**src/hdl/debug_settings.svh**
```systemverilog
`ifndef DEBUG_SETTINGS_SVH
`define DEBUG_SETTINGS_SVH

// Payload bytes stored per message
`define MSG_MAX_PAYLOAD_LEN 5

// Queue depths in entries (powers of two)
`define IN_QUEUE_DEPTH 4
`define REPLY_QUEUE_DEPTH 4
`define BYTE_QUEUE_DEPTH 16

// Scratch memory entries
`define SCRATCH_DEPTH 16

// Flip-flops per synchronizer chain on the serial inputs
`define SYNC_STAGES 2

`endif

```
**src/hdl/debugPkg.sv**
```systemverilog
`include "debug_settings.svh"

package debugPkg;

    // Message type byte, zero doubles as the idle filler
    typedef enum logic [7:0] {
        Nop      = 8'd0,
        SetLed   = 8'd1,
        WriteMem = 8'd2,
        ReadMem  = 8'd3,
        Echo     = 8'd4
    } msgType_t;

    // One framed message; payload[0] is the first payload byte on the wire
    typedef struct packed {
        msgType_t                             msgType;
        logic [7:0]                           payloadLen;
        logic [`MSG_MAX_PAYLOAD_LEN-1:0][7:0] payload;
    } debugMsg_t;

    // Receive side framing
    typedef enum logic [1:0] {
        DfType,
        DfLength,
        DfPayload
    } deframeState_t;

    // Reply serialization
    typedef enum logic [1:0] {
        FrType,
        FrLength,
        FrPayload
    } frameState_t;

    // Command execution
    typedef enum logic [1:0] {
        ExIdle,
        ExDone,
        ExStall
    } execState_t;

endpackage

```
**src/hdl/cmdExecutor.sv**
```systemverilog
`timescale 1ns/1ns
`include "debug_settings.svh"

module cmdExecutor
    import debugPkg::*;
(
    input  logic       clk,
    input  logic       rst,
    input  debugMsg_t  inMsg,
    input  logic       inReady,
    input  logic       replyNotFull,
    output logic       inPop,
    output debugMsg_t  reply,
    output logic       replyPush,
    output logic [3:0] led
);
    localparam int AddrW = $clog2(`SCRATCH_DEPTH);

    execState_t       state;
    logic [7:0]       scratch [`SCRATCH_DEPTH];
    logic [AddrW-1:0] addr;
    logic             needsReply;
    debugMsg_t        replyNext;

    // Address wraps modulo the scratch depth
    assign addr       = inMsg.payload[0][AddrW-1:0];
    assign needsReply = (inMsg.msgType == ReadMem) || (inMsg.msgType == Echo);

    // Reply contents for the head message
    always_comb begin
        replyNext = inMsg;
        if (inMsg.payloadLen > 8'(`MSG_MAX_PAYLOAD_LEN)) begin
            replyNext.payloadLen = 8'(`MSG_MAX_PAYLOAD_LEN);
        end
        if (inMsg.msgType == ReadMem) begin
            replyNext.payloadLen = 8'd1;
            replyNext.payload    = '0;
            replyNext.payload[0] = scratch[addr];
        end
    end

    // ========================================
    // Execute FSM
    // ========================================
    // ExDone gives the queues a cycle to update after each pop and push
    always_ff @(posedge clk) begin
        if (rst) begin
            state     <= ExIdle;
            inPop     <= 1'b0;
            replyPush <= 1'b0;
            led       <= '0;
            for (int i = 0; i < `SCRATCH_DEPTH; i++) begin
                scratch[i] <= '0;
            end
        end else begin
            inPop     <= 1'b0;
            replyPush <= 1'b0;
            case (state)
                ExIdle: begin
                    if (inReady && needsReply && !replyNotFull) begin
                        state <= ExStall;
                    end else if (inReady) begin
                        inPop     <= 1'b1;
                        replyPush <= needsReply;
                        state     <= ExDone;
                        if (inMsg.msgType == SetLed) begin
                            led <= inMsg.payload[0][3:0];
                        end
                        if (inMsg.msgType == WriteMem) begin
                            scratch[addr] <= inMsg.payload[1];
                        end
                    end
                end
                ExStall: begin
                    if (replyNotFull) begin
                        inPop     <= 1'b1;
                        replyPush <= 1'b1;
                        state     <= ExDone;
                    end
                end
                default: begin
                    state <= ExIdle;
                end
            endcase
        end
    end

    // Held steady through ExDone while replyPush is high
    always_ff @(posedge clk) begin
        if (state != ExDone) begin
            reply <= replyNext;
        end
    end

endmodule

```
**src/hdl/debugTop.sv**
```systemverilog
`timescale 1ns/1ns
`include "debug_settings.svh"

module debugTop
    import debugPkg::*;
(
    input  logic       clk,
    input  logic       rst,
    input  logic       debugClk,
    input  logic       debugCs,
    input  logic       debugDi,
    output logic       debugDo,
    output logic [3:0] led
);
    logic [7:0] rxByte;
    logic       rxStrobe;
    logic       csActive;
    debugMsg_t  rxMsg;
    logic       rxMsgPush;
    debugMsg_t  inHead;
    logic       inReady;
    logic       inPop;
    debugMsg_t  reply;
    logic       replyPush;
    debugMsg_t  replyHead;
    logic       replyReady;
    logic       replyNotFull;
    logic       replyPop;
    logic [7:0] txByte;
    logic       txPush;
    logic [7:0] byteHead;
    logic       byteReady;
    logic       byteNotFull;
    logic       txPop;

    // ========================================
    // Receive path
    // ========================================
    serialLink link (
        .clk(clk), .rst(rst),
        .debugClk(debugClk), .debugCs(debugCs), .debugDi(debugDi), .debugDo(debugDo),
        .rxByte(rxByte), .rxStrobe(rxStrobe), .csActive(csActive),
        .txByte(byteHead), .txReady(byteReady), .txPop(txPop)
    );

    msgDeframer deframer (
        .clk(clk), .rst(rst),
        .rxByte(rxByte), .rxStrobe(rxStrobe), .csActive(csActive),
        .msg(rxMsg), .msgPush(rxMsgPush)
    );

    // Overflow is not reported back to the host
    msgFifo #(.Width($bits(debugMsg_t)), .Depth(`IN_QUEUE_DEPTH)) inQueue (
        .clk(clk), .rst(rst),
        .push(rxMsgPush), .pushData(rxMsg), .pop(inPop),
        .popData(inHead), .ready(inReady), .notFull()
    );

    cmdExecutor executor (
        .clk(clk), .rst(rst),
        .inMsg(inHead), .inReady(inReady), .replyNotFull(replyNotFull),
        .inPop(inPop), .reply(reply), .replyPush(replyPush), .led(led)
    );

    // ========================================
    // Reply path
    // ========================================
    msgFifo #(.Width($bits(debugMsg_t)), .Depth(`REPLY_QUEUE_DEPTH)) replyQueue (
        .clk(clk), .rst(rst),
        .push(replyPush), .pushData(reply), .pop(replyPop),
        .popData(replyHead), .ready(replyReady), .notFull(replyNotFull)
    );

    msgFramer framer (
        .clk(clk), .rst(rst),
        .reply(replyHead), .replyReady(replyReady), .byteNotFull(byteNotFull),
        .replyPop(replyPop), .txByte(txByte), .txPush(txPush)
    );

    msgFifo #(.Width(8), .Depth(`BYTE_QUEUE_DEPTH)) byteQueue (
        .clk(clk), .rst(rst),
        .push(txPush), .pushData(txByte), .pop(txPop),
        .popData(byteHead), .ready(byteReady), .notFull(byteNotFull)
    );

endmodule

```
**src/hdl/msgDeframer.sv**
```systemverilog
`timescale 1ns/1ns
`include "debug_settings.svh"

module msgDeframer
    import debugPkg::*;
(
    input  logic       clk,
    input  logic       rst,
    input  logic [7:0] rxByte,
    input  logic       rxStrobe,
    input  logic       csActive,
    output debugMsg_t  msg,
    output logic       msgPush
);
    deframeState_t state;
    logic [7:0]    payloadCount;
    logic          lastPayload;

    assign lastPayload = (payloadCount == (msg.payloadLen - 8'd1));

    // ========================================
    // Framing control
    // ========================================
    always_ff @(posedge clk) begin
        if (rst || !csActive) begin
            state        <= DfType;
            payloadCount <= '0;
            msgPush      <= 1'b0;
        end else begin
            msgPush <= 1'b0;
            if (rxStrobe) begin
                case (state)
                    DfType: begin
                        // Zero bytes are idle filler, so a frame may begin on any byte
                        if (rxByte != 8'h00) begin
                            state <= DfLength;
                        end
                    end
                    DfLength: begin
                        payloadCount <= '0;
                        if (rxByte == 8'h00) begin
                            msgPush <= 1'b1;
                            state   <= DfType;
                        end else begin
                            state <= DfPayload;
                        end
                    end
                    DfPayload: begin
                        // Every payload byte is counted even once storage is full
                        payloadCount <= payloadCount + 8'd1;
                        if (lastPayload) begin
                            msgPush <= 1'b1;
                            state   <= DfType;
                        end
                    end
                    default: begin
                        state <= DfType;
                    end
                endcase
            end
        end
    end

    // ========================================
    // Message assembly
    // ========================================
    always_ff @(posedge clk) begin
        if (csActive && rxStrobe) begin
            case (state)
                DfType: begin
                    if (rxByte != 8'h00) begin
                        msg.msgType <= msgType_t'(rxByte);
                        msg.payload <= '0;
                    end
                end
                DfLength: begin
                    msg.payloadLen <= rxByte;
                end
                DfPayload: begin
                    for (int i = 0; i < `MSG_MAX_PAYLOAD_LEN; i++) begin
                        if (payloadCount == 8'(i)) begin
                            msg.payload[i] <= rxByte;
                        end
                    end
                end
                default: begin
                end
            endcase
        end
    end

endmodule

```
**src/hdl/msgFifo.sv**
```systemverilog
`timescale 1ns/1ns

module msgFifo #(
    parameter int Width = 8,
    parameter int Depth = 4
) (
    input  logic             clk,
    input  logic             rst,
    input  logic             push,
    input  logic [Width-1:0] pushData,
    input  logic             pop,
    output logic [Width-1:0] popData,
    output logic             ready,
    output logic             notFull
);
    localparam int PtrW = $clog2(Depth);

    logic [Width-1:0] mem [Depth];
    logic [PtrW-1:0]  wrPtr;
    logic [PtrW-1:0]  rdPtr;
    logic [PtrW:0]    count;
    logic             doPush;
    logic             doPop;

    // Push while full and pop while empty are dropped here
    assign doPush = push && notFull;
    assign doPop  = pop && ready;

    assign ready   = (count != '0);
    assign notFull = (count != (PtrW+1)'(Depth));
    // Head entry is valid whenever ready is high
    assign popData = mem[rdPtr];

    always_ff @(posedge clk) begin
        if (doPush) begin
            mem[wrPtr] <= pushData;
        end
    end

    always_ff @(posedge clk) begin
        if (rst) begin
            wrPtr <= '0;
            rdPtr <= '0;
            count <= '0;
        end else begin
            if (doPush) begin
                wrPtr <= wrPtr + 1'b1;
            end
            if (doPop) begin
                rdPtr <= rdPtr + 1'b1;
            end
            if (doPush && !doPop) begin
                count <= count + 1'b1;
            end else if (doPop && !doPush) begin
                count <= count - 1'b1;
            end
        end
    end

endmodule

```
**src/hdl/msgFramer.sv**
```systemverilog
`timescale 1ns/1ns
`include "debug_settings.svh"

module msgFramer
    import debugPkg::*;
(
    input  logic       clk,
    input  logic       rst,
    input  debugMsg_t  reply,
    input  logic       replyReady,
    input  logic       byteNotFull,
    output logic       replyPop,
    output logic [7:0] txByte,
    output logic       txPush
);
    localparam int IdxW = $clog2(`MSG_MAX_PAYLOAD_LEN);

    frameState_t     state;
    logic [IdxW-1:0] idx;
    logic            lastByte;

    // ========================================
    // Byte select and handshake
    // ========================================
    // Push is decided in the same cycle as the queue's notFull level
    always_comb begin
        txByte   = 8'h00;
        txPush   = 1'b0;
        lastByte = 1'b0;
        case (state)
            FrType: begin
                txByte = reply.msgType;
                txPush = replyReady && byteNotFull;
            end
            FrLength: begin
                txByte   = reply.payloadLen;
                txPush   = byteNotFull;
                lastByte = (reply.payloadLen == 8'd0);
            end
            FrPayload: begin
                txByte   = reply.payload[idx];
                txPush   = byteNotFull;
                lastByte = (8'(idx) == (reply.payloadLen - 8'd1));
            end
            default: begin
            end
        endcase
    end

    // Reply leaves the queue with its final byte
    assign replyPop = txPush && lastByte;

    // ========================================
    // Frame FSM
    // ========================================
    always_ff @(posedge clk) begin
        if (rst) begin
            state <= FrType;
            idx   <= '0;
        end else if (txPush) begin
            case (state)
                FrType: begin
                    state <= FrLength;
                end
                FrLength: begin
                    idx   <= '0;
                    state <= lastByte ? FrType : FrPayload;
                end
                FrPayload: begin
                    idx <= idx + 1'b1;
                    if (lastByte) begin
                        state <= FrType;
                    end
                end
                default: begin
                    state <= FrType;
                end
            endcase
        end
    end

endmodule

```
**src/hdl/serialLink.sv**
```systemverilog
`timescale 1ns/1ns
`include "debug_settings.svh"

module serialLink (
    input  logic       clk,
    input  logic       rst,
    input  logic       debugClk,
    input  logic       debugCs,
    input  logic       debugDi,
    output logic       debugDo,
    output logic [7:0] rxByte,
    output logic       rxStrobe,
    output logic       csActive,
    input  logic [7:0] txByte,
    input  logic       txReady,
    output logic       txPop
);
    logic [`SYNC_STAGES-1:0] clkSync;
    logic [`SYNC_STAGES-1:0] csSync;
    logic [`SYNC_STAGES-1:0] diSync;
    logic                    sclk;
    logic                    sdi;
    logic                    sclkPrev;
    logic                    csPrev;
    logic                    riseEdge;
    logic                    fallEdge;
    logic                    csStart;
    logic [8:0]              rxShift;
    logic [8:0]              rxNext;
    logic [8:0]              txShift;
    logic                    txLoad;

    // ========================================
    // Input synchronizers and edge detect
    // ========================================
    always_ff @(posedge clk) begin
        if (rst) begin
            clkSync  <= '0;
            csSync   <= '0;
            diSync   <= '0;
            sclkPrev <= 1'b0;
            csPrev   <= 1'b0;
        end else begin
            clkSync  <= {clkSync[`SYNC_STAGES-2:0], debugClk};
            csSync   <= {csSync[`SYNC_STAGES-2:0], debugCs};
            diSync   <= {diSync[`SYNC_STAGES-2:0], debugDi};
            sclkPrev <= sclk;
            csPrev   <= csActive;
        end
    end

    assign sclk     = clkSync[`SYNC_STAGES-1];
    assign sdi      = diSync[`SYNC_STAGES-1];
    assign csActive = csSync[`SYNC_STAGES-1];
    assign riseEdge = csActive && sclk && !sclkPrev;
    assign fallEdge = csActive && !sclk && sclkPrev;
    assign csStart  = csActive && !csPrev;

    // ========================================
    // Receive shifter
    // ========================================
    // Sentinel starts in bit 0 and reaches bit 8 after eight data bits
    assign rxNext = {rxShift[7:0], sdi};

    always_ff @(posedge clk) begin
        if (rst || !csActive) begin
            rxShift  <= 9'd1;
            rxStrobe <= 1'b0;
        end else begin
            rxStrobe <= 1'b0;
            if (riseEdge) begin
                if (rxNext[8]) begin
                    rxByte   <= rxNext[7:0];
                    rxStrobe <= 1'b1;
                    rxShift  <= 9'd1;
                end else begin
                    rxShift <= rxNext;
                end
            end
        end
    end

    // ========================================
    // Transmit shifter
    // ========================================
    // Trailing sentinel in bit 0; when it reaches bit 7 the last data bit is on debugDo
    assign txLoad  = csStart || (fallEdge && (txShift[7:0] == 8'h80));
    assign txPop   = txLoad && txReady;
    assign debugDo = txShift[8];

    always_ff @(posedge clk) begin
        if (rst || !csActive) begin
            txShift <= '0;
        end else if (txLoad) begin
            // Zero byte fills the gap when nothing is queued
            txShift <= {(txReady ? txByte : 8'h00), 1'b1};
        end else if (fallEdge) begin
            txShift <= txShift << 1;
        end
    end

endmodule

```
**config.mk**
```make
export PLATFORM = sky130hd
export DESIGN_NAME = debugTop
export DESIGN_NICKNAME = d
export VERILOG_FILES = /design/src/hdl/debugPkg.sv /design/src/hdl/cmdExecutor.sv /design/src/hdl/debugTop.sv /design/src/hdl/msgDeframer.sv /design/src/hdl/msgFifo.sv /design/src/hdl/msgFramer.sv /design/src/hdl/serialLink.sv
export VERILOG_INCLUDE_DIRS = /design/src /design/src/hdl
export SDC_FILE = /design/constraint.sdc
export NUM_CORES = 1
export LEC_CHECK = 0
export BUFFER_PORTS_ARGS = -buffer_cell sky130_fd_sc_hd__buf_2
export CAP_MARGIN = 10
export CORE_UTILIZATION = 45
export CTS_CLUSTER_SIZE = 30
export DETAILED_ROUTE_END_ITERATION = 6
export PLACE_DENSITY_LB_ADDON = 0.1
export SYNTH_ARGS = -nofsm -noshare
export SYNTH_HDL_FRONTEND = slang
export SYNTH_SLANG_ARGS = --single-unit
export TNS_END_PERCENT = 5
```
**constraint.sdc**
```tcl
create_clock -name clk -period 8 [get_ports clk]
set_clock_uncertainty 0.1 [all_clocks]
set_input_delay 1.6 -clock clk [delete_from_list [all_inputs] [get_ports clk]]
set_output_delay 1.6 -clock clk [all_outputs]
set_load 0.005 [all_outputs]
```
# Word-level counts from Yosys, hierarchy flattened
# Memory sizes are Yosys's and may differ from the RTL's. A register that Yosys moved wholly into a read port is not among the register bits.
# Index checks and enable logic that the tools add are counted.
[totals]
register_bits = 197
ram_bits = 704
in_bits = 5
out_inout_bits = 5
word_cells = 243
n_memories = 4
[memory_table]
columns = ["memory", "words", "word_bits", "read_ports", "rd_clocked_by_memory_dff", "write_ports", "line_no", "text"]
rows = [
  ["inQueue.mem", 4, 56, 1, 1, 1, "msgFifo.sv:18", "logic [Width-1:0] mem [Depth];"],
  ["replyQueue.mem", 4, 56, 1, 1, 1, "msgFifo.sv:18", ""],
  ["byteQueue.mem", 16, 8, 1, 1, 1, "msgFifo.sv:18", ""],
  ["executor.scratch", 16, 8, 1, 0, 16, "cmdExecutor.sv:20", "logic [7:0] scratch [`SCRATCH_DEPTH];"],
]
[classes]
add_sub_neg = 16
n_lt_le_gt_ge = 2
n_eq_ne = 30
mux = 71
n_bitwise = 4
reduce_logical = 74
[op_table]
columns = ["op", "count"]
rows = [
  ["2-to-1 mux 8 bit", 10],
  ["one-hot mux 40 bit (2 select lines)", 1],
  ["2-to-1 mux 40 bit", 1],
  ["equality test 8 x 2 -> 1 bit, second input constant", 4],
  ["binary-select mux 8 bit (select 3 bit)", 1],
  ["logical AND 1 bit", 24],
  ["zero test 8 bit", 3],
  ["2-to-1 mux 2 bit", 12],
  ["one-hot mux 8 bit (3 select lines)", 1],
  ["AND reduction 4 bit", 6],
  ["2-to-1 mux 1 bit", 23],
  ["!= test 2 x 1 -> 1 bit, second input constant", 10],
  ["2-to-1 mux 9 bit", 2],
  ["equality test 8 x 1 -> 1 bit, second input constant", 2],
  ["equality test 8 x 3 -> 1 bit, second input constant", 2],
  ["one-hot mux 8 bit (2 select lines)", 1],
  ["subtractor 8 x 1 -> 8 bit, second input constant", 2],
  ["2-to-1 mux 3 bit", 5],
  ["nonzero test 2 bit", 7],
  ["2-to-1 mux 4 bit", 3],
  ["one-hot mux 2 bit (3 select lines)", 2],
  ["zero test 1 bit", 11],
  ["2-to-1 mux 5 bit", 2],
  ["one-hot mux 1 bit (2 select lines)", 5],
  ["29 further kinds", 57],
]

# Longest topological paths before layout
# Gate-level depths: netlist of the first run.
[logic_depth]
ltp_word = 10
ltp_mapped = 17
ltp_nobuf = 15

# By module
# From an unflattened synthesis of the first run, not the netlist that was laid out.
[unflattened]
cells_unflattened = 1961
area_unflattened_um2 = 35904.4
[by_module_without_submodules]
columns = ["module", "instances", "cells_each", "area_each_um2", "seq_area_each_um2"]
rows = [
  ["msgFifo (inQueue ...)", 2, 340, 8580.7, 6906.6],
  ["cmdExecutor", 1, 558, 8081.5, 5685.5],
  ["msgFifo (byteQueue)", 1, 309, 5769.3, 4184.0],
  ["msgDeframer", 1, 182, 2682.6, 1901.8],
  ["serialLink", 1, 113, 1271.2, 760.7],
  ["msgFramer", 1, 119, 938.4, 100.1],
]

# Least setup slack after synthesis of the first run
# OpenSTA, ideal clock, no wires.
[synth_timing]
path_kind = "reg2reg"
start = "reg (tool-made name)"
end = "reg replyQueue.count[2]"
setup_time_ps = 70
arrival_ps = 3269
required_time_ps = 7830
setup_slack_ps = 4561
stages_incl_launch_ff = 18
path_buffers = 2
period_less_slack_ps = 3439
cell_sequence = "dfxtp_1 > buf_6 > buf_6 > mux4_2 > inv_1 > ha_1 > xor2_1 > o311ai_0 > a311oi_1 > o311ai_2 > nand2_1 > nand2_1 > ha_1 > inv_1 > fa_1 > xor2_1 > or3_1 > a21oi_1"
[synth_rtl]
columns = ["item", "line_no", "text"]
rows = [
  ["end signal, assigned", "msgFifo.sv:53", "count <= count + 1'b1;"],
  ["end signal, assigned", "msgFifo.sv:55", "count <= count - 1'b1;"],
  ["end, declared", "msgFifo.sv:21", "logic [PtrW:0] count;"],
]

==> metrics.sh, run 1 <==
STATUS='finished, final reports clean'
SWITCHINGPOWER_mW=2.17
FINISH.NET_COUNT=2150
GLOBALROUTETOTALUTIL_PCT=19.2
FLOORPLAN.DIE.WIDTH_UM=284
WIRELENGTH_UM=76900
R2R.WORST_PATH.CELLS=5
POST_SYNTH_MUX_AREA_SHARE_PCT=11.3
DETAILEDROUTE.FIRSTITERATIONVIOLATIONS=1374
CTSRESIZECOUNT=0
YS_SEQ_ELEMENTS=909
FLOORPLAN.INITIALDENSITY_PCT=45.5
SYNTH-EDFF-COUNT=824
ASYNC_RESET_FF_SHARE_PCT=0
MAIN_COMBINATIONAL_CELL_FAMILY_BY_AREA_AFTER_SYNTHESIS='multiplexers'
FLOORPLAN.CORE_AREA_MM2=0.0789
DPL_CELL_AREA_MM2=0.0370
CTSHOLDBUFFERS=0
CLOCK_PIN_SLEW_ON_THE_WORST_SETUP_AND_HOLD_PATHS_PS=60
WORST_SLEW_MARGIN_REL_PCT=18.5
GLOBAL_ROUTE.OVERFLOW_TOTAL=0
VIASPERCELL=5.54
COMB_POWER_SHARE_PCT=5.5
CLOCK_TREE.BUFFER_DEPTH=3
DP_HPWL_UM=48500
POWER_FRAC_SEQ_PCT=51.2
GRT_PASS1_VIAS=18157
DRT_PASS1_ITERATIONS=5
FINALCRITPERIODSHARE_PCT=57.9
STDCELL_AREA_MM2=0.0402
TOTAL_NEGATIVE_SLACK_FOR_SETUP_CHECKS_PS=0
FINAL_MAX_SLEW_VIOL_COUNT=0
SYNTH_FF_TYPE='edfxtp_1'
DESIGN.PORTCOUNT=10
DETAILROUTE.VIA_COUNT=17939
FIRST_PASS_GRT_WIRE_LENGTH_UM=115000
SYNTH-SEQ-AREA-SHARE_PCT=73.7
CRITICAL_PATH.STARTPOINT_TYPE='register'
GRT_ANTENNA_BEFORE_REPAIR=4
YS_TYPES=74
FLOORPLAN.ROWS=103
WORST_IR_DROP_VDD_uV=173
FRACTION_OF_LAYOUT_INSTANCES_USING_A_DRIVE_STRENGTH_ABOVE_1_PCT=17.1
CTS_POST_SETUP_BUFFERS_INSERTED=0
DIE_AREA_MM2=0.0808
HOLD_PATH_STAGES=1
CTS_BUFFERS=96
HEIGHT_OF_THE_DIE_UM=284
CTS_ROOT_BUF='clkbuf_16'
CRITPATHMAXFANOUT=32
TIMING.REG2REG.SETUP_SLACK_PS=3370
CRITICAL_PATH_ARRIVAL_PS=4770
POWER_DENSITY_mW_PER_MM2=257
PLACE.GP.CONGESTION=0.828
P_LEAK_nW=12.2
CTS_TREE='built'
WIRE_PER_INST_UM=23.7
ANTENNA_CELLS_INSERTED=0
POST_SYNTH_XOR_AREA_FRACTION_PCT=0.781
WORSTPATHREQUIRED_PS=8140
MEASURED_SLEW_AT_THE_WORST_SLEW_CHECK_PIN_PS=1220
CTS.SINKS=909
POST_SYNTH_FA_HA_MAJ_AREA_FRACTION_PCT=1.32
WORST_SKEW_PAIR.LATE_LATENCY_PS=640
SYNTH_AREA_PER_CELL_UM2=17.4
SYNTH-COMPOUND-AREA-SHARE_PCT=3.84
HOLD_SLACK_PS=339
ANTENNA_LEFT=0
GRT_SETUP_UNREPAIRED='no'
DRC=0
SYNTHCELLS=2066
MAXCLOCKFREQUENCY_MHz=216
FINAL.MIN_CLOCK_PERIOD_PS=4630
SYNTH.YOSYS.WARNINGS=0
CRITPATHCAPTURETYPE='register'
FINAL_SETUP_VIOLATION_COUNT=0
SYNTHTOLAYOUTAREAGROWTH_PCT=12.2
CAP_VIOLATIONS=0
SYNTH_SIMPLE_GATE_AREA_SHARE_PCT=7.21
SYN_AREA_MM2=0.0359
TIMING_HOLD_VIOLATIONS_FINAL=0
HP-CLASS='register to register'
WORSTSETUPPATHTYPE='register to register'
POWER.INTERNAL_mW=8.19
MAXIMUM_NUMBER_OF_PINS_ON_ONE_NET_BEFORE_GLOBAL_ROUTE_REPAIR=57
PWR-SHARE-CLK_PCT=43.4
NETSWITCHINGFRACTION_PCT=20.9
CTS_HTREE_LEVELS=3
PORTBUFFERS=9
## synth_stat cells (13+ instances only)
cell / number / area share, %
a211oi_1: 40 / 0.84
a21oi_1: 53 / 0.74
a22oi_1: 17 / 0.36
and2_1: 17 / 0.30
buf_1: 14 / 0.15
buf_2: 34 / 0.47
clkbuf_1: 40 / 0.42
dfxtp_1: 85 / 4.7
edfxtp_1: 824 / 69
ha_1: 33 / 1.2
inv_1: 25 / 0.26
mux2i_1: 54 / 1.5
mux4_2: 154 / 9.7
nand2_1: 130 / 1.4
nand2b_1: 13 / 0.23
nor2_1: 225 / 2.4
nor2b_1: 51 / 0.89
nor3_1: 18 / 0.25
o21bai_1: 14 / 0.29
xor2_1: 20 / 0.49
## layer usage
metal / share of wire (%) / vias up / global-route usage [%]
li1: - / 8118 / -
met1: 47 / 9230 / 28.9
met2: 45 / 483 / 28.9
met3: 5.3 / 108 / 3.19
met4: 2.1 / 0 / 5.05
met5: 0 / - / 0
## flip-flops by register name, indices dropped and copies added (netlist names), 4 cells and up, named ones only
register,flops
byteQueue.rdPtr,4
deframer.payloadCount,8
link.rxShift,8
byteQueue.wrPtr,4
executor.reply,56
byteQueue.mem,128
deframer.msg,56
replyQueue.mem,224
byteQueue.count,5
link.txShift,9
executor.scratch,128
inQueue.mem,224
executor.led,4
link.rxByte,8
## final timing paths
path | start | to
max | register | executor.scratch[14][2]$_SDFFCE_PN0P_
min | link.csSync[0]$_SDFF_PP0_ | link.csSync[1]$_SDFF_PP0_
max reg2reg | register | executor.scratch[14][2]$_SDFFCE_PN0P_
min reg2reg | link.csSync[0]$_SDFF_PP0_ | link.csSync[1]$_SDFF_PP0_
## area by class of cell
type	count	area, µm²
Tap cell	1050	1310
Fill cell	6444	38600
Timing Repair Buffer	46	323
Clock inverter	43	561
Sequential cell	909	26500
Clock buffer	137	2670
Inverter	27	101
Multi-Input combinational cell	1029	8820
## cell usage in the layout, fill, tap and decap left out, types with 11 or more instances in the layout
cell type / netlist / final
a22oi_1: 17 / 17
edfxtp_1: 824 / 824
clkinv_1: 1 / 15
dfxtp_1: 85 / 80
xor2_1: 20 / 20
ha_1: 33 / 33
a31oi_1: 12 / 12
mux4_2: 154 / 154
xnor2_1: 12 / 12
clkinv_2: 0 / 11
buf_4: 6 / 37
o21ai_0: 12 / 12
inv_1: 25 / 25
a211oi_1: 40 / 40
and2_1: 17 / 13
nor2b_1: 51 / 51
nor2_1: 225 / 224
mux2i_1: 54 / 54
or3_1: 11 / 11
nor3_1: 18 / 18
clkbuf_1: 40 / 33
nand2_1: 130 / 130
o21bai_1: 14 / 14
bufinv_16: 0 / 12
a21oi_1: 53 / 53
clkbuf_16: 0 / 99
nand2b_1: 13 / 12
and2_0: 12 / 12
## worst max-delay path: stages (launching register included)
cell and delay (ps):
dfxtp_2 920, buf_4 520, mux4_2 710, inv_1 820, nand2_1 370, o21bai_1 760
## power by group through the flow
| stage | clock (mW) | sequential (mW) | combinational (mW) |
|---|---|---|---|
| 2_1_floorplan | 0 | 5.38 | 0.388 |
| 3_3_place_gp | 0 | 5.40 | 0.559 |
| 3_5_place_dp | 0 | 5.40 | 0.571 |
| 4_1_cts | 4.59 | 5.30 | 0.575 |
| 5_1_grt | 4.76 | 5.31 | 0.622 |
| 6_report | 4.49 | 5.30 | 0.567 |
## stage by stage
| step | std cells | util, % | setup slack (ps) | power (mW) |
|---|---|---|---|---|
| 3_3_place_gp | 3061 | 46.9 | 3450 | 5.96 |
| 4_1_cts | 3241 | 51.0 | 3350 | 10.5 |
| 3_5_place_dp | 3061 | 46.9 | 3330 | 5.97 |
| 5_1_grt | 3241 | 51.0 | 3120 | 10.7 |
| 2_1_floorplan | 2070 | - | 4560 | 5.76 |
| 6_report | 3241 | 51.0 | 3370 | 10.4 |
## cells by family after synthesis
group                      count (synthesis)
AOI/OAI and AO/OA                        198
xor gates and xnor gates                  32
adders and majority gates                 36
buffers and inverters                    132
DFF                                      909
muxes                                    212
other                                      1
and+or+nand+nor                          546
No activity file was read; power rests on OpenSTA's default activity.
==> run 2, diff against run 1 <==
ABC_AREA = 1   (was default)
clock period = 4.7 ns   (was 8 ns; I/O delays follow)
==> metrics.sh, run 2 <==
STATUS='finished, final reports clean'
LARGEST_REGISTERS='inQueue.mem x224, replyQueue.mem x224'
ANTENNA_LEFT=0  # unchanged
CRITICAL-PATH-MAX-STAGE-DELAY_PS=630  # -290 ps
CLOCK_TREE.BUFFER_DEPTH=3  # unchanged
HP-CLASS='register to register'
HOLD_PATH_STAGES=2  # +1
HOLD_SLACK_PS=302  # -37.4 ps
CTS_BUFFERS=95  # -1.0%
CRIT_FAMILY='simple AND/OR/NAND/NOR gates'
SYNTH_AREA_PER_CELL_UM2=12.5  # -28%
HEIGHT_OF_THE_DIE_UM=290  # +1.9%
P_LEAK_nW=14.1  # +16%
LAYOUT_COMMONEST_CELL='edfxtp_1'
GRT_ANTENNA_BEFORE_REPAIR=2  # -2
SYNTH_SIMPLE_GATE_AREA_SHARE_PCT=15.0  # +7.8 points
R2R.WORST_PATH.CELLS=20  # +15
POST_SYNTH_XOR_AREA_FRACTION_PCT=0.376  # -0.41 points
CTS_ROOT_BUF='clkbuf_16'
MAIN_COMBINATIONAL_CELL_FAMILY_BY_AREA_AFTER_SYNTHESIS='simple AND/OR/NAND/NOR gates'
CLOCK_PIN_SLEW_ON_THE_WORST_SETUP_AND_HOLD_PATHS_PS=60  # about the same
NETLIST_TOP_CELLS_AREA='edfxtp_1 (66%), dfxtp_1 (4.6%), nor2_1 (4.2%)'
FLOORPLAN.INITIALDENSITY_PCT=45.4  # about the same
CTS_POST_SETUP_BUFFERS_INSERTED=0  # unchanged
POST_SYNTH_FA_HA_MAJ_AREA_FRACTION_PCT=1.27  # -0.049 points
ASYNC_RESET_FF_SHARE_PCT=0  # unchanged
CRIT_BUF_INV=2  # unchanged
REG_TO_REG_CRITICAL_PATH_ENDPOINT='replyQueue.count[2]$_SDFFE_PP0P_'
SYNTH_FF_TYPE='edfxtp_1'
CTSHOLDBUFFERS=0  # unchanged
SYNTHTOLAYOUTAREAGROWTH_PCT=11.7
SYNTHCELLS=2977  # +44%
SYNTH_AREA_LEADER_CELL='edfxtp_1'
PLACE.GP.CONGESTION=0.816  # -1.4%
CRITICAL_PATH_ARRIVAL_PS=4130  # -640 ps
GLOBALROUTETOTALUTIL_PCT=21.0  # +1.8 points
FILLER_CELL_COUNT=7070  # +9.7%
GLOBAL_ROUTE.OVERFLOW_TOTAL=0  # unchanged
FINISH.NET_COUNT=3043  # +42%
HOLDCRITSTARTPOINT='link.diSync[0]$_SDFF_PP0_'
TOTAL_NEGATIVE_SLACK_FOR_SETUP_CHECKS_PS=0  # unchanged
TIMING.CRITICAL_PATH.MODE_CELL='nand2_1'
CRIT_SLOWEST_CELL='dfxtp_1'
FINAL_CELLS=4153  # +28%
MAXIMUM_NUMBER_OF_PINS_ON_ONE_NET_BEFORE_GLOBAL_ROUTE_REPAIR=61  # +7.0%
MEASURED_SLEW_AT_THE_WORST_SLEW_CHECK_PIN_PS=1170  # -52.1 ps
CTS_HTREE_LEVELS=3  # unchanged
CRITPATHCAPTURETYPE='register'
CTS_TREE='built'
CRITPATHMAXFANOUT=27  # -16%
FLOORPLAN.ROWS=105  # +1.9%
FINAL_SETUP_VIOLATION_COUNT=0  # unchanged
FLOORPLAN.DIE.WIDTH_UM=290  # +1.9%
FLOORPLAN.CORE_AREA_MM2=0.0820  # +3.9%
DP_HPWL_UM=53500  # +10%
MAXCLOCKFREQUENCY_MHz=271  # +25%
POST_SYNTH_MUX_AREA_SHARE_PCT=0.403  # -11 points
YS_TYPES=54  # -27%
SYNTH-EDFF-COUNT=824  # unchanged
YS_SEQ_ELEMENTS=909  # unchanged
SEQCELLAREA_MM2=0.0265  # about the same
CTS.SINKS=909  # unchanged
PORTBUFFERS=9  # unchanged
DETAILEDROUTE.FIRSTITERATIONVIOLATIONS=1586  # +15%
SYNTH.YOSYS.WARNINGS=0  # unchanged
WORST_SKEW_PAIR.LATE_LATENCY_PS=660  # +20 ps
DESIGN.PORTCOUNT=10  # unchanged
CAP_VIOLATIONS=0  # unchanged
WIRELENGTH_UM=87200  # +13%
WIRE_PER_INST_UM=21.0  # -11%
SYNTH-SEQ-AREA-SHARE_PCT=71.0  # -2.7 points
POWER_DENSITY_mW_PER_MM2=424  # +65%
TIMING.REG2REG.SETUP_SLACK_PS=1010  # -2360 ps
SYN_AREA_MM2=0.0373  # +3.9%
DIE_AREA_MM2=0.0839  # +3.8%
PORTION_OF_SYNTHESIZED_CELL_AREA_OCCUPIED_BY_THE_LEADING_CELL_TYPE_PCT=66.4  # -2.6 points
DRC=0  # unchanged
WHS_ENDPOINT='link.diSync[1]$_SDFF_PP0_'
GRT_SETUP_UNREPAIRED='no'
FIRST_PASS_GRT_WIRE_LENGTH_UM=133000  # +15%
VIASPERCELL=5.46  # -1.3%
FRACTION_OF_LAYOUT_INSTANCES_USING_A_DRIVE_STRENGTH_ABOVE_1_PCT=13.6  # -3.5 points
TIMING_HOLD_VIOLATIONS_FINAL=0  # unchanged
WORSTSETUPPATHTYPE='register to register'
WORST_IR_DROP_VDD_uV=287  # +65%
MOST_NUMEROUS_CELL_IN_THE_YOSYS_NETLIST='edfxtp_1'
DETAILROUTE.VIA_COUNT=22684  # +26%
AREA_TAKEN_BY_MULTI_INPUT_LOGIC_GATES_MM2=0.00948  # +7.5%
WORSTPATHREQUIRED_PS=5140  # -3000 ps
MOST_FREQUENT_CELLS_IN_THE_LAYOUT='edfxtp_1 (824), nand2_1 (415), nor2_1 (413)'
CRITICAL_PATH.STARTPOINT_TYPE='register'
FINAL.MIN_CLOCK_PERIOD_PS=3690  # -938 ps
GRT_PASS1_VIAS=22041  # +21%
FINAL_MAX_SLEW_VIOL_COUNT=0  # unchanged
PLACED_CELLS=3975  # +30%
CTSRESIZECOUNT=0  # unchanged
WORST_SLEW_MARGIN_REL_PCT=22.0  # +3.5 points
FINALCRITPERIODSHARE_PCT=78.5  # +21 points
SYNTH-COMPOUND-AREA-SHARE_PCT=8.14  # +4.3 points
CRIT_CHAIN='inv_2, nand3_1, nand2_1, ha_1, xnor2_1, nor2_1, nand2_1, nor2_1, nand2_1, nor2_1, nand3_1, nand2_1, nand2_1, ha_1, inv_1, fa_1, o21ai_0, a21o_1, o21ai_0, a21oi_1'
SYNTH.TOP_CELLS.BY_COUNT='edfxtp_1 (824), nor2_1 (421), nand2_1 (415), o21ai_0 (279), inv_1 (126)'
DRT_PASS1_ITERATIONS=5  # unchanged
## run 2: metrics by stage
step	area, µm²	utilization [%]	power, mW	worst slack [ps]
2_1_floorplan	37300	-	9.88	1030
3_3_place_gp	38500	46.9	10.3	1080
3_5_place_dp	38500	46.9	10.4	1080
4_1_cts	41600	50.7	17.8	1050
5_1_grt	41600	50.7	18.2	742
6_report	41600	50.7	17.6	1010
## run 2: per-layer routing
layer,vias up,wire (µm),part of all wire [%],GRT usage (%)
li1,10723,-,-,-
met1,11222,39500,45,29.5
met2,592,41100,47,33.8
met3,143,4560,5.2,2.74
met4,4,2110,2.4,6.73
met5,-,31,0.036,0
## run 2: how the worst max path moves through the flow
stage | start | to | slack (ps) | cells past startpoint
3_5_place_dp | register | replyQueue.count[2]$_SDFFE_PP0P_ | 1080 | 20
6_report | register | replyQueue.count[2]$_SDFFE_PP0P_ | 1010 | 20
3_3_place_gp | register | replyQueue.count[2]$_SDFFE_PP0P_ | 1080 | 21
2_1_floorplan | replyQueue.count[0]$_SDFFE_PP0P_ | replyQueue.mem[0][0]$_DFFE_PP_ | 1030 | 4
4_1_cts | register | replyQueue.count[1]$_SDFFE_PP0P_ | 1050 | 18
5_1_grt | register | replyQueue.count[1]$_SDFFE_PP0P_ | 740 | 19
## run 2: cell families (layout without fill, tap and decap cells)
kind of cell / count (synthesis) / after routing
other cells: 1 / 6
xor+xnor: 16 / 16
compound gates: 531 / 531
flops: 909 / 909
fa+ha+maj: 36 / 36
buf+inv: 311 / 412
mux: 15 / 15
simple gates: 1158 / 1158
## run 2: worst reg2reg max path, cell delays in order, from the launching register on
cell and delay, ps:
dfxtp_1 630, inv_2 340, nand3_1 210, nand2_1 150, ha_1 310, xnor2_1 130, nor2_1 110, nand2_1 60
nor2_1 110, nand2_1 50, nor2_1 80, nand3_1 70, nand2_1 180, nand2_1 80, ha_1 200, inv_1 100
fa_1 200, o21ai_0 90, a21o_1 160, o21ai_0 160, a21oi_1 60
## run 2: cell type report
type / instances / area share (%)
tap: 1070 / 3.22
sequential: 909 / 63.6
clock inverter: 54 / 1.36
clock buffer: 123 / 6.14
antenna: 1 / 0.00602
multi-input combinational: 1761 / 22.8
inverter: 143 / 1.30
timing repair buffer: 92 / 1.60
## run 2: report_power, final
part | switching, mW | internal, mW | total (mW)
sequential | 0.0904 | 8.99 | 9.08
combinational | 0.774 | 0.322 | 1.10
clock | 3.11 | 4.35 | 7.46
==> run 3, diff against run 2 <==
clock period = 3.1 ns   (was 4.7 ns; I/O delays follow)
==> metrics.sh, run 3 (synthesis results as in run 2) <==
STATUS='finished, final reports clean'
WORST_SKEW_PAIR.LATE_LATENCY_PS=640  # -20 ps
CLOCK_PIN_SLEW_ON_THE_WORST_SETUP_AND_HOLD_PATHS_PS=60  # about the same
R2R.WORST_PATH.CELLS=9  # -55%
CTSHOLDBUFFERS=0  # unchanged
HEIGHT_OF_THE_DIE_UM=290  # unchanged
GLOBALROUTETOTALUTIL_PCT=21.1  # +0.11 points
FIRST_PASS_GRT_WIRE_LENGTH_UM=134000  # +0.50%
ANTENNA_LEFT=0  # unchanged
CRITICAL_PATH_ARRIVAL_PS=3160  # -970 ps
DRC=0  # unchanged
CRITPATHCAPTURETYPE='register'
WORST_SLEW_MARGIN_REL_PCT=22.3  # +0.29 points
FLOORPLAN.DIE.WIDTH_UM=290  # unchanged
TIMING_HOLD_VIOLATIONS_FINAL=0  # unchanged
HOLD_SLACK_PS=76.4  # -226 ps
FRACTION_OF_LAYOUT_INSTANCES_USING_A_DRIVE_STRENGTH_ABOVE_1_PCT=16.1  # +2.5 points
TIMING.REG2REG.SETUP_SLACK_PS=220  # -790 ps
CRIT_SLOWEST_CELL='dfxtp_4'
DRT_PASS1_ITERATIONS=5  # unchanged
POWER.INTERNAL_mW=21.0  # +53%
FLOORPLAN.CORE_AREA_MM2=0.0820  # unchanged
CTS.SINKS=909  # unchanged
LARGEST_REGISTERS='inQueue.mem x224, replyQueue.mem x224'
MOST_FREQUENT_CELLS_IN_THE_LAYOUT='edfxtp_1 (824), nand2_1 (415), nor2_1 (413)'
HOLDCRITSTARTPOINT='debugClk'
PWR-SHARE-CLK_PCT=42.5  # +0.2 points
CAP_VIOLATIONS=0  # unchanged
GLOBAL_ROUTE.OVERFLOW_TOTAL=0  # unchanged
FINISH.NET_COUNT=3133  # +3.0%
LAYOUT_COMMONEST_CELL='edfxtp_1'
DPL_CELL_AREA_MM2=0.0394  # +2.3%
PORTBUFFERS=9  # unchanged
VIASPERCELL=5.41  # -0.99%
FINALCRITPERIODSHARE_PCT=92.9  # +14 points
CRIT_BUF_INV=5  # +3
CRITPATHMAXFANOUT=27  # unchanged
MEASURED_SLEW_AT_THE_WORST_SLEW_CHECK_PIN_PS=1170  # -4.41 ps
STDCELL_AREA_MM2=0.0426  # +2.3%
WORST_IR_DROP_VDD_uV=415  # +45%
DESIGN.PORTCOUNT=10  # unchanged
DIE_AREA_MM2=0.0839  # unchanged
WIRELENGTH_UM=87700  # +0.51%
FLOORPLAN.ROWS=105  # unchanged
CTS_HTREE_LEVELS=3  # unchanged
PLACE.GP.CONGESTION=0.836  # +2.5%
FINAL.MIN_CLOCK_PERIOD_PS=2880  # -812 ps
MAXIMUM_NUMBER_OF_PINS_ON_ONE_NET_BEFORE_GLOBAL_ROUTE_REPAIR=65  # +6.6%
P_LEAK_nW=14.6  # +3.7%
POWER_FRAC_SEQ_PCT=51.0  # -0.5 points
REG_TO_REG_CRITICAL_PATH_ENDPOINT='executor.scratch[1][7]$_SDFFCE_PN0P_'
GRT_PASS1_VIAS=22774  # +3.3%
TOTAL_NEGATIVE_SLACK_FOR_SETUP_CHECKS_PS=0  # unchanged
NETSWITCHINGFRACTION_PCT=22.2  # -0.36 points
CTS_ROOT_BUF='clkbuf_16'
WHS_ENDPOINT='link.clkSync[0]$_SDFF_PP0_'
FINAL_MAX_SLEW_VIOL_COUNT=0  # unchanged
CTS_BUFFERS=95  # unchanged
HOLD_PATH_STAGES=3  # +1
CLOCK_TREE.BUFFER_DEPTH=3  # unchanged
SWITCHINGPOWER_mW=5.97  # +50%
SYNTHTOLAYOUTAREAGROWTH_PCT=14.3
GRT_SETUP_UNREPAIRED='yes'
HP-CLASS='primary input to register'
MAXCLOCKFREQUENCY_MHz=347  # +28%
CRITICAL-PATH-MAX-STAGE-DELAY_PS=370  # -260 ps
DETAILROUTE.VIA_COUNT=22925  # +1.1%
CRITICAL_PATH.STARTPOINT_TYPE='register'
ANTENNA_CELLS_INSERTED=0  # -1
TOTAL_POWER_mW=26.9  # +53%
WIRE_PER_INST_UM=20.7  # -1.5%
CRIT_CHAIN='inv_4, buf_4, nand2_1, a32oi_4, inv_2, nand2_2, buf_4, buf_4, nor3_1'
TIMING.CRITICAL_PATH.MODE_CELL='buf_4'
CRIT_FAMILY='buffers and inverters'
CTS_TREE='built'
DETAILEDROUTE.FIRSTITERATIONVIOLATIONS=1623  # +2.3%
COMB_POWER_SHARE_PCT=6.6  # +0.4 points
POWER_DENSITY_mW_PER_MM2=632  # +49%
FLOORPLAN.INITIALDENSITY_PCT=45.4  # unchanged
GRT_ANTENNA_BEFORE_REPAIR=2  # unchanged
WORSTPATHREQUIRED_PS=3380  # -1760 ps
FINAL_SETUP_VIOLATION_COUNT=0  # unchanged
WORSTSETUPPATHTYPE='register to register'
DP_HPWL_UM=55700  # +4.0%
[run 3: cell types whose count changed in the layout (fill, tap and decap cells not counted), moves of 4 or more]
| cell | previous run | this run |
|---|---|---|
| buf_12 | 0 | 18 |
| buf_4 | 82 | 152 |
| bufinv_16 | 9 | 13 |
| clkbuf_1 | 22 | 14 |
| clkbuf_8 | 5 | 0 |
| clkinv_1 | 14 | 19 |
[run 3: worst max-delay path by stage]
stage / end / slack, ps / cells after the start
2_1_floorplan: replyQueue.mem[0][0]$_DFFE_PP_ / -570 / 4
5_1_grt: replyQueue.count[2]$_SDFFE_PP0P_ / -10 / 21
4_1_cts: executor.scratch[1][7]$_SDFFCE_PN0P_ / 120 / 9
3_5_place_dp: executor.scratch[1][7]$_SDFFCE_PN0P_ / 120 / 9
3_3_place_gp: replyQueue.count[2]$_SDFFE_PP0P_ / 120 / 21
6_report: executor.scratch[1][7]$_SDFFCE_PN0P_ / 220 / 9
[run 3: power groups by stage]
| stage | clock (mW) | combinational [mW] | sequential (mW) |
|---|---|---|---|
| global placement | 0 | 1.76 | 14.0 |
| finish | 11.4 | 1.77 | 13.7 |
| detailed placement | 0 | 1.80 | 14.0 |
| floorplan | 0 | 1.03 | 14.0 |
| global route | 12.2 | 1.96 | 13.7 |
| CTS | 11.7 | 1.81 | 13.7 |
[run 3: final cells by class]
type / count / area (µm²)
Sequential cell: 909 / 26500
Fill cell: 6961 / 39400
Clock buffer: 110 / 2450
Clock inverter: 64 / 696
Multi-Input combinational cell: 1761 / 9500
Tap cell: 1070 / 1340
Timing Repair Buffer: 182 / 1580
Inverter: 143 / 544
[run 3: worst min-delay path, cell delays in order]
cell and delay, ps:
buf_2 90, inv_1 40, nor2_1 30
[run 3: per-stage QoR]
stage	setup slack, ps	util [%]	cells
2_1_floorplan	-572	-	2981
3_3_place_gp	124	48.0	4065
3_5_place_dp	122	48.0	4065
4_1_cts	116	51.9	4239
5_1_grt	-14.1	51.9	4239
6_report	220	51.9	4239
[run 3: metal layers]
metal | share of wire [%] | vias up | routed length [µm] | track usage, %
met1 | 44 | 11335 | 38500 | 28.6
met4 | 3.0 | 0 | 2610 | 7.84
met3 | 5.1 | 143 | 4490 | 3.41
met5 | 0 | - | 0 | 0
li1 | - | 10884 | - | -
met2 | 48 | 563 | 42100 | 34.3
[run 3: timing repair]
action,4_1_cts,5_1_grt
gates resized for setup,0,10
setup endpoints to repair,0,103
setup buffers,0,0
